### src/source/i2cPkg.sv
`default_nettype none

package i2cPkg;

	////////////////////////////////////////////////////////////////////////////
	// Widths and counts.
	////////////////////////////////////////////////////////////////////////////

	// Register bus.
	localparam int busAddrW = 2;
	localparam int busDataW = 16;

	// Baud divisor, bus bits 15 to 1.
	localparam int baudW = 15;

	// One byte transfer is 22 phases.
	localparam int phaseCount = 22;
	localparam int phaseW = 5;

	// First phase of each section after START.
	localparam int phaseDataFirst = 2;
	localparam int phaseAckFirst = 18;
	localparam int phaseStopFirst = 20;

	////////////////////////////////////////////////////////////////////////////
	// Types.
	////////////////////////////////////////////////////////////////////////////

	// Register map, address 3 unused.
	typedef enum logic [busAddrW-1:0] {
		regBaud = 2'd0,
		regCtl = 2'd1,
		regData = 2'd2
	} i2cRegAddrE;

	// Control flags, enable in bit 0.
	typedef struct packed {
		logic start;
		logic stop;
		logic write;
		logic enable;
	} i2cCtlT;

	// Status back to the register file.
	typedef struct packed {
		logic sclLevel;
		logic idle;
		logic ackBit;
	} i2cStatusT;

	// What the bus lines are doing this phase.
	typedef enum logic [2:0] {
		modeIdle,
		modeStart,
		modeData,
		modeAck,
		modeStop
	} i2cLineModeE;

	typedef enum logic {
		seqIdle,
		seqRun
	} i2cSeqStateE;

endpackage

`default_nettype wire

### src/source/i2cBusRegs.sv
`timescale 1ns/1ns
`default_nettype none

module i2cBusRegs import i2cPkg::*; (
	input  wire                 clk,
	input  wire                 rstN,
	input  wire [busAddrW-1:0]  busAddr,
	input  wire                 busWr,
	input  wire                 busEn,
	input  wire [busDataW-1:0]  busWrData,
	output logic [busDataW-1:0] busRdData,
	output logic [baudW-1:0]    baudDiv,
	output i2cCtlT              ctl,
	input  wire i2cStatusT      status,
	input  var byte             rxByte,
	output logic                startOp,
	output logic                loadByte,
	output byte                 wrByte
);

	////////////////////////////////////////////////////////////////////////////
	// Address decode.
	////////////////////////////////////////////////////////////////////////////

	i2cRegAddrE regAddr;
	logic busWrite;
	logic busRead;
	logic dataWr;
	logic [busDataW-1:0] rdMux;

	assign regAddr = i2cRegAddrE'(busAddr);
	assign busWrite = busEn && busWr;
	assign busRead = busEn && !busWr;

	// Data write hits the shifter only while enabled and no transfer runs.
	assign dataWr = busWrite && (regAddr == regData);
	assign loadByte = dataWr && status.idle && ctl.enable;
	assign wrByte = busWrData[7:0];

	// Same write kicks the sequencer.
	assign startOp = loadByte;

	////////////////////////////////////////////////////////////////////////////
	// Baud and control registers.
	////////////////////////////////////////////////////////////////////////////

	always_ff @(posedge clk) begin
		if (!rstN) begin
			baudDiv <= '0;
			ctl <= '0;
		end else if (busWrite) begin
			// Divisor drops the bus LSB.
			if (regAddr == regBaud) begin
				baudDiv <= busWrData[busDataW-1:1];
			end
			if (regAddr == regCtl) begin
				ctl <= i2cCtlT'(busWrData[3:0]);
			end
		end
	end

	////////////////////////////////////////////////////////////////////////////
	// Read-back.
	////////////////////////////////////////////////////////////////////////////

	always_comb begin
		case (regAddr)
			regBaud: rdMux = {baudDiv, 1'b0};
			// Status sits above the four flags.
			regCtl: rdMux = {9'd0, status.sclLevel, status.ackBit, status.idle, ctl};
			regData: rdMux = {8'd0, rxByte};
			default: rdMux = '0;
		endcase
	end

	// Zero unless a read is on the bus.
	assign busRdData = busRead ? rdMux : '0;

endmodule

`default_nettype wire

### src/source/i2cBaudTimer.sv
`timescale 1ns/1ns
`default_nettype none

module i2cBaudTimer import i2cPkg::*; (
	input  wire              clk,
	input  wire              rstN,
	input  wire [baudW-1:0]  baudDiv,
	input  wire              running,
	input  wire              startOp,
	output logic             baudTick
);

	logic [baudW-1:0] count;
	logic [baudW-1:0] divClamped;
	logic [baudW-1:0] lastCount;

	// Divisor below two acts as two.
	assign divClamped = (baudDiv < baudW'(2)) ? baudW'(2) : baudDiv;
	assign lastCount = divClamped - baudW'(1);

	// One tick per phase, only while a transfer runs.
	assign baudTick = running && (count == lastCount);

	always_ff @(posedge clk) begin
		if (!rstN) begin
			count <= '0;
		end else if (startOp || baudTick) begin
			// New transfer or end of phase.
			count <= '0;
		end else if (running) begin
			count <= count + baudW'(1);
		end
	end

endmodule

`default_nettype wire

### src/source/i2cSequencer.sv
`timescale 1ns/1ns
`default_nettype none

module i2cSequencer import i2cPkg::*; (
	input  wire               clk,
	input  wire               rstN,
	input  wire               startOp,
	input  wire               baudTick,
	input  wire i2cCtlT       ctl,
	output logic              running,
	output logic              idle,
	output logic [phaseW-1:0] phase,
	output i2cLineModeE       lineMode,
	output logic              sclOut,
	output logic              shiftStrobe,
	output logic              ackStrobe
);

	i2cSeqStateE state;
	logic lastPhase;

	assign lastPhase = (phase == phaseW'(phaseCount - 1));

	////////////////////////////////////////////////////////////////////////////
	// Phase FSM.
	////////////////////////////////////////////////////////////////////////////

	always_ff @(posedge clk) begin
		if (!rstN) begin
			state <= seqIdle;
			phase <= '0;
		end else begin
			case (state)
				seqIdle: begin
					phase <= '0;
					if (startOp) begin
						state <= seqRun;
					end
				end
				seqRun: begin
					// Step on each baud tick, back to idle after phase 21.
					if (baudTick) begin
						if (lastPhase) begin
							state <= seqIdle;
							phase <= '0;
						end else begin
							phase <= phase + phaseW'(1);
						end
					end
				end
			endcase
		end
	end

	assign running = (state == seqRun);
	assign idle = (state == seqIdle);

	// Phase to line mode.
	always_comb begin
		if (state == seqIdle) begin
			lineMode = modeIdle;
		end else if (phase < phaseW'(phaseDataFirst)) begin
			lineMode = modeStart;
		end else if (phase < phaseW'(phaseAckFirst)) begin
			lineMode = modeData;
		end else if (phase < phaseW'(phaseStopFirst)) begin
			lineMode = modeAck;
		end else begin
			lineMode = modeStop;
		end
	end

	////////////////////////////////////////////////////////////////////////////
	// SCL and strobes.
	////////////////////////////////////////////////////////////////////////////

	always_comb begin
		case (lineMode)
			// Odd phases high.
			modeData, modeAck: sclOut = phase[0];
			// Hold low without a STOP.
			modeStop: sclOut = ctl.stop && phase[0];
			default: sclOut = 1'b1;
		endcase
	end

	// Sample on the tick closing an SCL-high phase.
	assign shiftStrobe = baudTick && (lineMode == modeData) && phase[0];
	assign ackStrobe = baudTick && (lineMode == modeAck) && phase[0];

endmodule

`default_nettype wire

### src/source/i2cShifter.sv
`timescale 1ns/1ns
`default_nettype none

module i2cShifter import i2cPkg::*; (
	input  wire               clk,
	input  wire               rstN,
	input  wire               loadByte,
	input  var byte           wrByte,
	input  wire               shiftStrobe,
	input  wire               ackStrobe,
	input  wire i2cLineModeE  lineMode,
	input  wire [phaseW-1:0]  phase,
	input  wire i2cCtlT       ctl,
	input  wire               sdaIn,
	output logic              sdaPullLow,
	output byte               rxByte,
	output logic              ackBit
);

	////////////////////////////////////////////////////////////////////////////
	// Shift register and ACK flag.
	////////////////////////////////////////////////////////////////////////////

	always_ff @(posedge clk) begin
		if (!rstN) begin
			rxByte <= '0;
			ackBit <= 1'b0;
		end else begin
			if (loadByte) begin
				rxByte <= wrByte;
			end else if (shiftStrobe) begin
				// MSB out, line level in.
				rxByte <= {rxByte[6:0], sdaIn};
			end
			if (ackStrobe) begin
				ackBit <= sdaIn;
			end
		end
	end

	// Open-drain SDA.
	always_comb begin
		case (lineMode)
			// Write data, released for a one.
			modeData: sdaPullLow = ctl.write && !rxByte[7];
			// Controller ACKs a read.
			modeAck: sdaPullLow = !ctl.write;
			// Fall while SCL is high.
			modeStart: sdaPullLow = ctl.start && phase[0];
			// Low in 20, released after.
			modeStop: sdaPullLow = ctl.stop && !phase[0];
			default: sdaPullLow = 1'b0;
		endcase
	end

endmodule

`default_nettype wire

### src/source/i2cController.sv
`timescale 1ns/1ns
`default_nettype none

module i2cController import i2cPkg::*; (
	input  wire                 clk,
	input  wire                 rstN,
	input  wire [busAddrW-1:0]  busAddr,
	input  wire                 busWr,
	input  wire                 busEn,
	input  wire [busDataW-1:0]  busWrData,
	output logic [busDataW-1:0] busRdData,
	output logic                sclOut,
	output logic                sdaPullLow,
	input  wire                 sdaIn
);

	////////////////////////////////////////////////////////////////////////////
	// Internal nets.
	////////////////////////////////////////////////////////////////////////////

	logic [baudW-1:0] baudDiv;
	i2cCtlT ctl;
	i2cStatusT status;
	byte rxByte;
	byte wrByte;
	logic startOp;
	logic loadByte;
	logic running;
	logic idle;
	logic baudTick;
	logic [phaseW-1:0] phase;
	i2cLineModeE lineMode;
	logic shiftStrobe;
	logic ackStrobe;
	logic ackBit;

	// Status gathered for read-back.
	assign status.sclLevel = sclOut;
	assign status.idle = idle;
	assign status.ackBit = ackBit;

	i2cBusRegs regs (
		.clk(clk), .rstN(rstN),
		.busAddr(busAddr), .busWr(busWr), .busEn(busEn),
		.busWrData(busWrData), .busRdData(busRdData),
		.baudDiv(baudDiv), .ctl(ctl), .status(status), .rxByte(rxByte),
		.startOp(startOp), .loadByte(loadByte), .wrByte(wrByte)
	);

	i2cBaudTimer baudTimer (
		.clk(clk), .rstN(rstN), .baudDiv(baudDiv),
		.running(running), .startOp(startOp), .baudTick(baudTick)
	);

	i2cSequencer sequencer (
		.clk(clk), .rstN(rstN), .startOp(startOp), .baudTick(baudTick),
		.ctl(ctl), .running(running), .idle(idle), .phase(phase),
		.lineMode(lineMode), .sclOut(sclOut),
		.shiftStrobe(shiftStrobe), .ackStrobe(ackStrobe)
	);

	i2cShifter shifter (
		.clk(clk), .rstN(rstN), .loadByte(loadByte), .wrByte(wrByte),
		.shiftStrobe(shiftStrobe), .ackStrobe(ackStrobe),
		.lineMode(lineMode), .phase(phase), .ctl(ctl), .sdaIn(sdaIn),
		.sdaPullLow(sdaPullLow), .rxByte(rxByte), .ackBit(ackBit)
	);

endmodule

`default_nettype wire

### config.mk
export PLATFORM = sky130hd
export DESIGN_NAME = i2cController
export DESIGN_NICKNAME = d
export VERILOG_FILES = /design/src/source/i2cPkg.sv /design/src/source/i2cBusRegs.sv /design/src/source/i2cBaudTimer.sv /design/src/source/i2cSequencer.sv /design/src/source/i2cShifter.sv /design/src/source/i2cController.sv
export SDC_FILE = /design/constraint.sdc
export NUM_CORES = 1
export LEC_CHECK = 0
export BUFFER_PORTS_ARGS = -buffer_cell sky130_fd_sc_hd__buf_2
export CAP_MARGIN = 0
export CORE_ASPECT_RATIO = 1.1
export CORE_MARGIN = 1
export CORE_UTILIZATION = 45
export CTS_CLUSTER_DIAMETER = 80
export DETAILED_ROUTE_END_ITERATION = 7
export PLACE_DENSITY = 0.63
export SLEW_MARGIN = 5
export SYNTH_ARGS = -nofsm -noshare
export SYNTH_HDL_FRONTEND = slang
export SYNTH_HIERARCHICAL = 1
export SYNTH_SLANG_ARGS = --single-unit
### constraint.sdc
create_clock -name clk -period 5.1 [get_ports clk]
set_clock_uncertainty 0.05 [all_clocks]
set_input_delay 0.51 -clock clk [delete_from_list [all_inputs] [get_ports clk]]
set_output_delay 0.51 -clock clk [all_outputs]
set_load 0.03 [all_outputs]
==> flow_metrics.py <==
metrics = {
    "drt": {
        "first_iter_violations": 133,
        "drt-pass1-iter-count": 7,
        "drt_wl_total_mm": 7.41,
        "postRouteAntennaNets": 0,
        "vias_per_cell": 5.54,
        "via_count": 2829,
        "drc_errors": 5,
        "wl_per_cell_um": 14.5,
    },
    "clocking": {
        "cts.sink_count": 49,
        "clkTransAtPathRegs_ns": 0.09,
        "cts_tree": "yes",
        "cts_root_buf": "clkbuf_8",
        "postCtsSetupBuffers": 0,
        "cts_made_buffers": 5,
        "ctsHoldBuffers": 0,
        "clockBufferDepth": 2,
        "insertion_delay_ns": 0.31,
        "cts-resized-gates": 0,
        "h-tree-depth": 2,
    },
    "worst_setup_path": {
        "reg2reg_slack_ns": 0.55,
        "path_delay_family": "simple AND/OR/NAND/NOR gates",
        "slowest_stage": "or4_1",
        "worstPathMaxFanout": 8,
        "worstSetupStartpointType": "flip-flop",
        "worstReg2RegEnd": "shifter/rxByte[7]",
        "path_cells": "or4_1, nand4b_1, nand2_1, ha_1, or4b_1, nor3_4, xnor2_1, a2111oi_2, nand4_1, nor4_1, nand3_1, nor2_1, buf_4, mux2i_1, o21ai_1, and2_1",
        "critical_path_buf_inv_count": 1,
        "r2r-start": "regs/baudDiv[3]",
        "worstPathRequired_ns": 5.26,
        "endpoint_kind": "flip-flop",
        "reg2reg_depth": 16,
        "critPathArrivalTime_ns": 4.71,
        "cpPeakStageDelay_ns": 0.62,
        "cp.depth": 16,
        "path_class": "reg -> reg",
    },
    "synth": {
        "async_flop_share": 0,
        "synth_xor_area_frac": 0.0877,
        "netlist-cell-type-count": 59,
        "synthFlopType": "dfxtp_1",
        "synth.top_cells.by_area": "dfxtp_1, xnor2_1, nand2_1",
        "synth_compound_area_frac": 0.164,
        "yosys.cell_count.top_type": "dfxtp_1",
        "yosys.area_share.adder": 0.0147,
        "synth_top_area_share": 0.289,
        "yosysTopAreaCell": "dfxtp_1",
        "ys_seq_area_frac": 0.289,
        "ys_seq_elements": 49,
        "synth_common_cells": "dfxtp_1, nand2_1, nor2_1",
        "yosysWarnings": 6,
        "synth_nets": 431,
        "netlist_area_um2": 3390,
        "synth-edff-count": 0,
        "synth_top_family_by_area": "simple AND/OR/NAND/NOR gates",
        "synthSimpleGateAreaFrac": 0.328,
        "synthCells": 404,
        "synthMuxAreaShare": 0.0383,
        "avgSynthCellArea_um2": 8.40,
    },
    "floorplan": {
        "fp.dieW_um": 84.8,
        "die_y_um": 93.1,
        "die-area_um2": 7890,
        "core_area_um2": 7170,
        "io-pin-count": 41,
        "rows": 32,
        "initial_utilization": 0.474,
    },
    "global_route": {
        "grt_pass1_vias": 2513,
        "grt_max_degree": 51,
        "gr-total-overflow": 0,
        "grt_usage": 0.194,
        "grt_pass1_wl_mm": 12.2,
        "antenna_found_initial": 0,
    },
    "hold_path": {
        "hold_class": "in -> reg",
        "min_to": "regs/baudDiv[11]",
        "worstHoldStart": "busWrData[12]",
        "min_path_cells": 3,
    },
    "flow_run": {
        "cap_violations": 0,
    },
    "cells_and_area": {
        "antenna_cells": 0,
        "syn_to_final_growth_pct": 5.82,
        "nets": 452,
        "drive_above_1_share": 0.223,
        "fin_cells": 511,
    },
    "sta": {
        "period_needed_ns": 4.55,
        "tightest_slew_ns": 0.864,
        "setup_viol": 0,
        "slew_headroom": 0.424,
        "finalSetupTns_ns": 0,
        "hold_violations": 0,
        "finalCritPeriodShare": 0.892,
        "slew_violations": 0,
        "max_freq_mhz": 220,
        "grt_setup_unrepaired": "no",
    },
    "power": {
        "p_leak_uw": 0.00129,
        "vdd.ir_drop.worst_uv": 151,
        "cellPowerDensity_nw_per_um2": 210,
    },
    "place": {
        "dp_cells": 503,
        "dp_hpwl_mm": 5.39,
        "routabilityCongestion": 0.853,
        "port_buffers": 40,
    },
    "outcome": {
        "status": "complete, but fails checks",
        "violations": "DRC",
    },
}
## worst register-to-register path: cells and delay by family (launching register included)
family          cells  cell delay (ns)
flops               1             0.37
xor+xnor            1             0.13
buf+inv             1             0.20
simple gates       10             2.87
fa+ha+maj           1             0.19
mux                 1             0.23
compound gates      2             0.41
## layer usage
layer  track usage  routed length, um  vias up
li1              -                  -     1453
met1         0.250               3560     1299
met2         0.334               3460       65
met3        0.0300                285       12
met4        0.0579                116        0
met5             0                  0        -
## per-stage QoR
stage / hold slack [ns] / util / setup WS (ns) / total power (uW) / cell area, um2
final: 0.372 / 0.501 / 0.551 / 755 / 3590
after global placement: 0.431 / 0.487 / 0.727 / 508 / 3490
after CTS: 0.365 / 0.501 / 0.574 / 762 / 3590
after floorplan: 0.400 / - / 0.761 / 490 / 3390
after detailed placement: 0.434 / 0.487 / 0.582 / 510 / 3490
after global routing: 0.375 / 0.501 / 0.215 / 787 / 3590
## final cells by class
| cell class | count | area [um2] |
|---|---|---|
| Inverter | 5 | 18.8 |
| Clock buffer | 7 | 96.3 |
| Sequential cell | 49 | 981 |
| Tap cell | 85 | 106 |
| Multi-Input combinational cell | 319 | 2150 |
| Timing Repair Buffer | 45 | 238 |
| Clock inverter | 1 | 5.00 |
| Fill cell | 699 | 3570 |
## sequential cells by signal, summed over array words and instances (netlist names)
| register | count |
|---|---|
| baudTimer/count | 15 |
| regs/baudDiv | 15 |
| shifter/rxByte | 8 |
| sequencer/phase | 5 |
| regs/ctl | 4 |
| sequencer/running | 1 |
| shifter/ackBit | 1 |
## cells by family (layout without fill, tap and decap cells)
group                      after synthesis  count (layout)
and+or+nand+nor                        192             192
AOI/OAI and AO/OA                       76              76
xor gates and xnor gates                34              34
DFF                                     49              49
buffers and inverters                   36              58
adders and majority gates                4               4
muxes                                   13              13
## worst max path at each step
stage	to	slack [ns]	startpoint
floorplan	shifter/rxByte[0]	0.76	regs/baudDiv[3]
global placement	shifter/rxByte[7]	0.73	regs/baudDiv[3]
detailed placement	shifter/rxByte[7]	0.58	regs/baudDiv[3]
CTS	shifter/rxByte[7]	0.57	regs/baudDiv[3]
global route	shifter/rxByte[7]	0.22	regs/baudDiv[3]
finish	shifter/rxByte[7]	0.55	regs/baudDiv[3]
## cells in the final DEF, fill, tap and decap left out, types with 9 or more instances in the layout
cell type   n
nand3_1    20
xnor2_1    21
buf_2      40
mux2i_1    13
dfxtp_1    49
nand2b_1   12
xor2_1     13
nor2_1     24
o21ai_1    12
and2_1     16
nand2_1    46
a21oi_1    13
a211oi_1   12
o21ai_2    15
nor2_2     10
nor2b_1     9
## power breakdown
group | switching [uW] | internal (uW)
registers | 6.04 | 386
clock network | 131 | 123
logic | 64.8 | 44.8
Power figures use the tool's default switching activity.
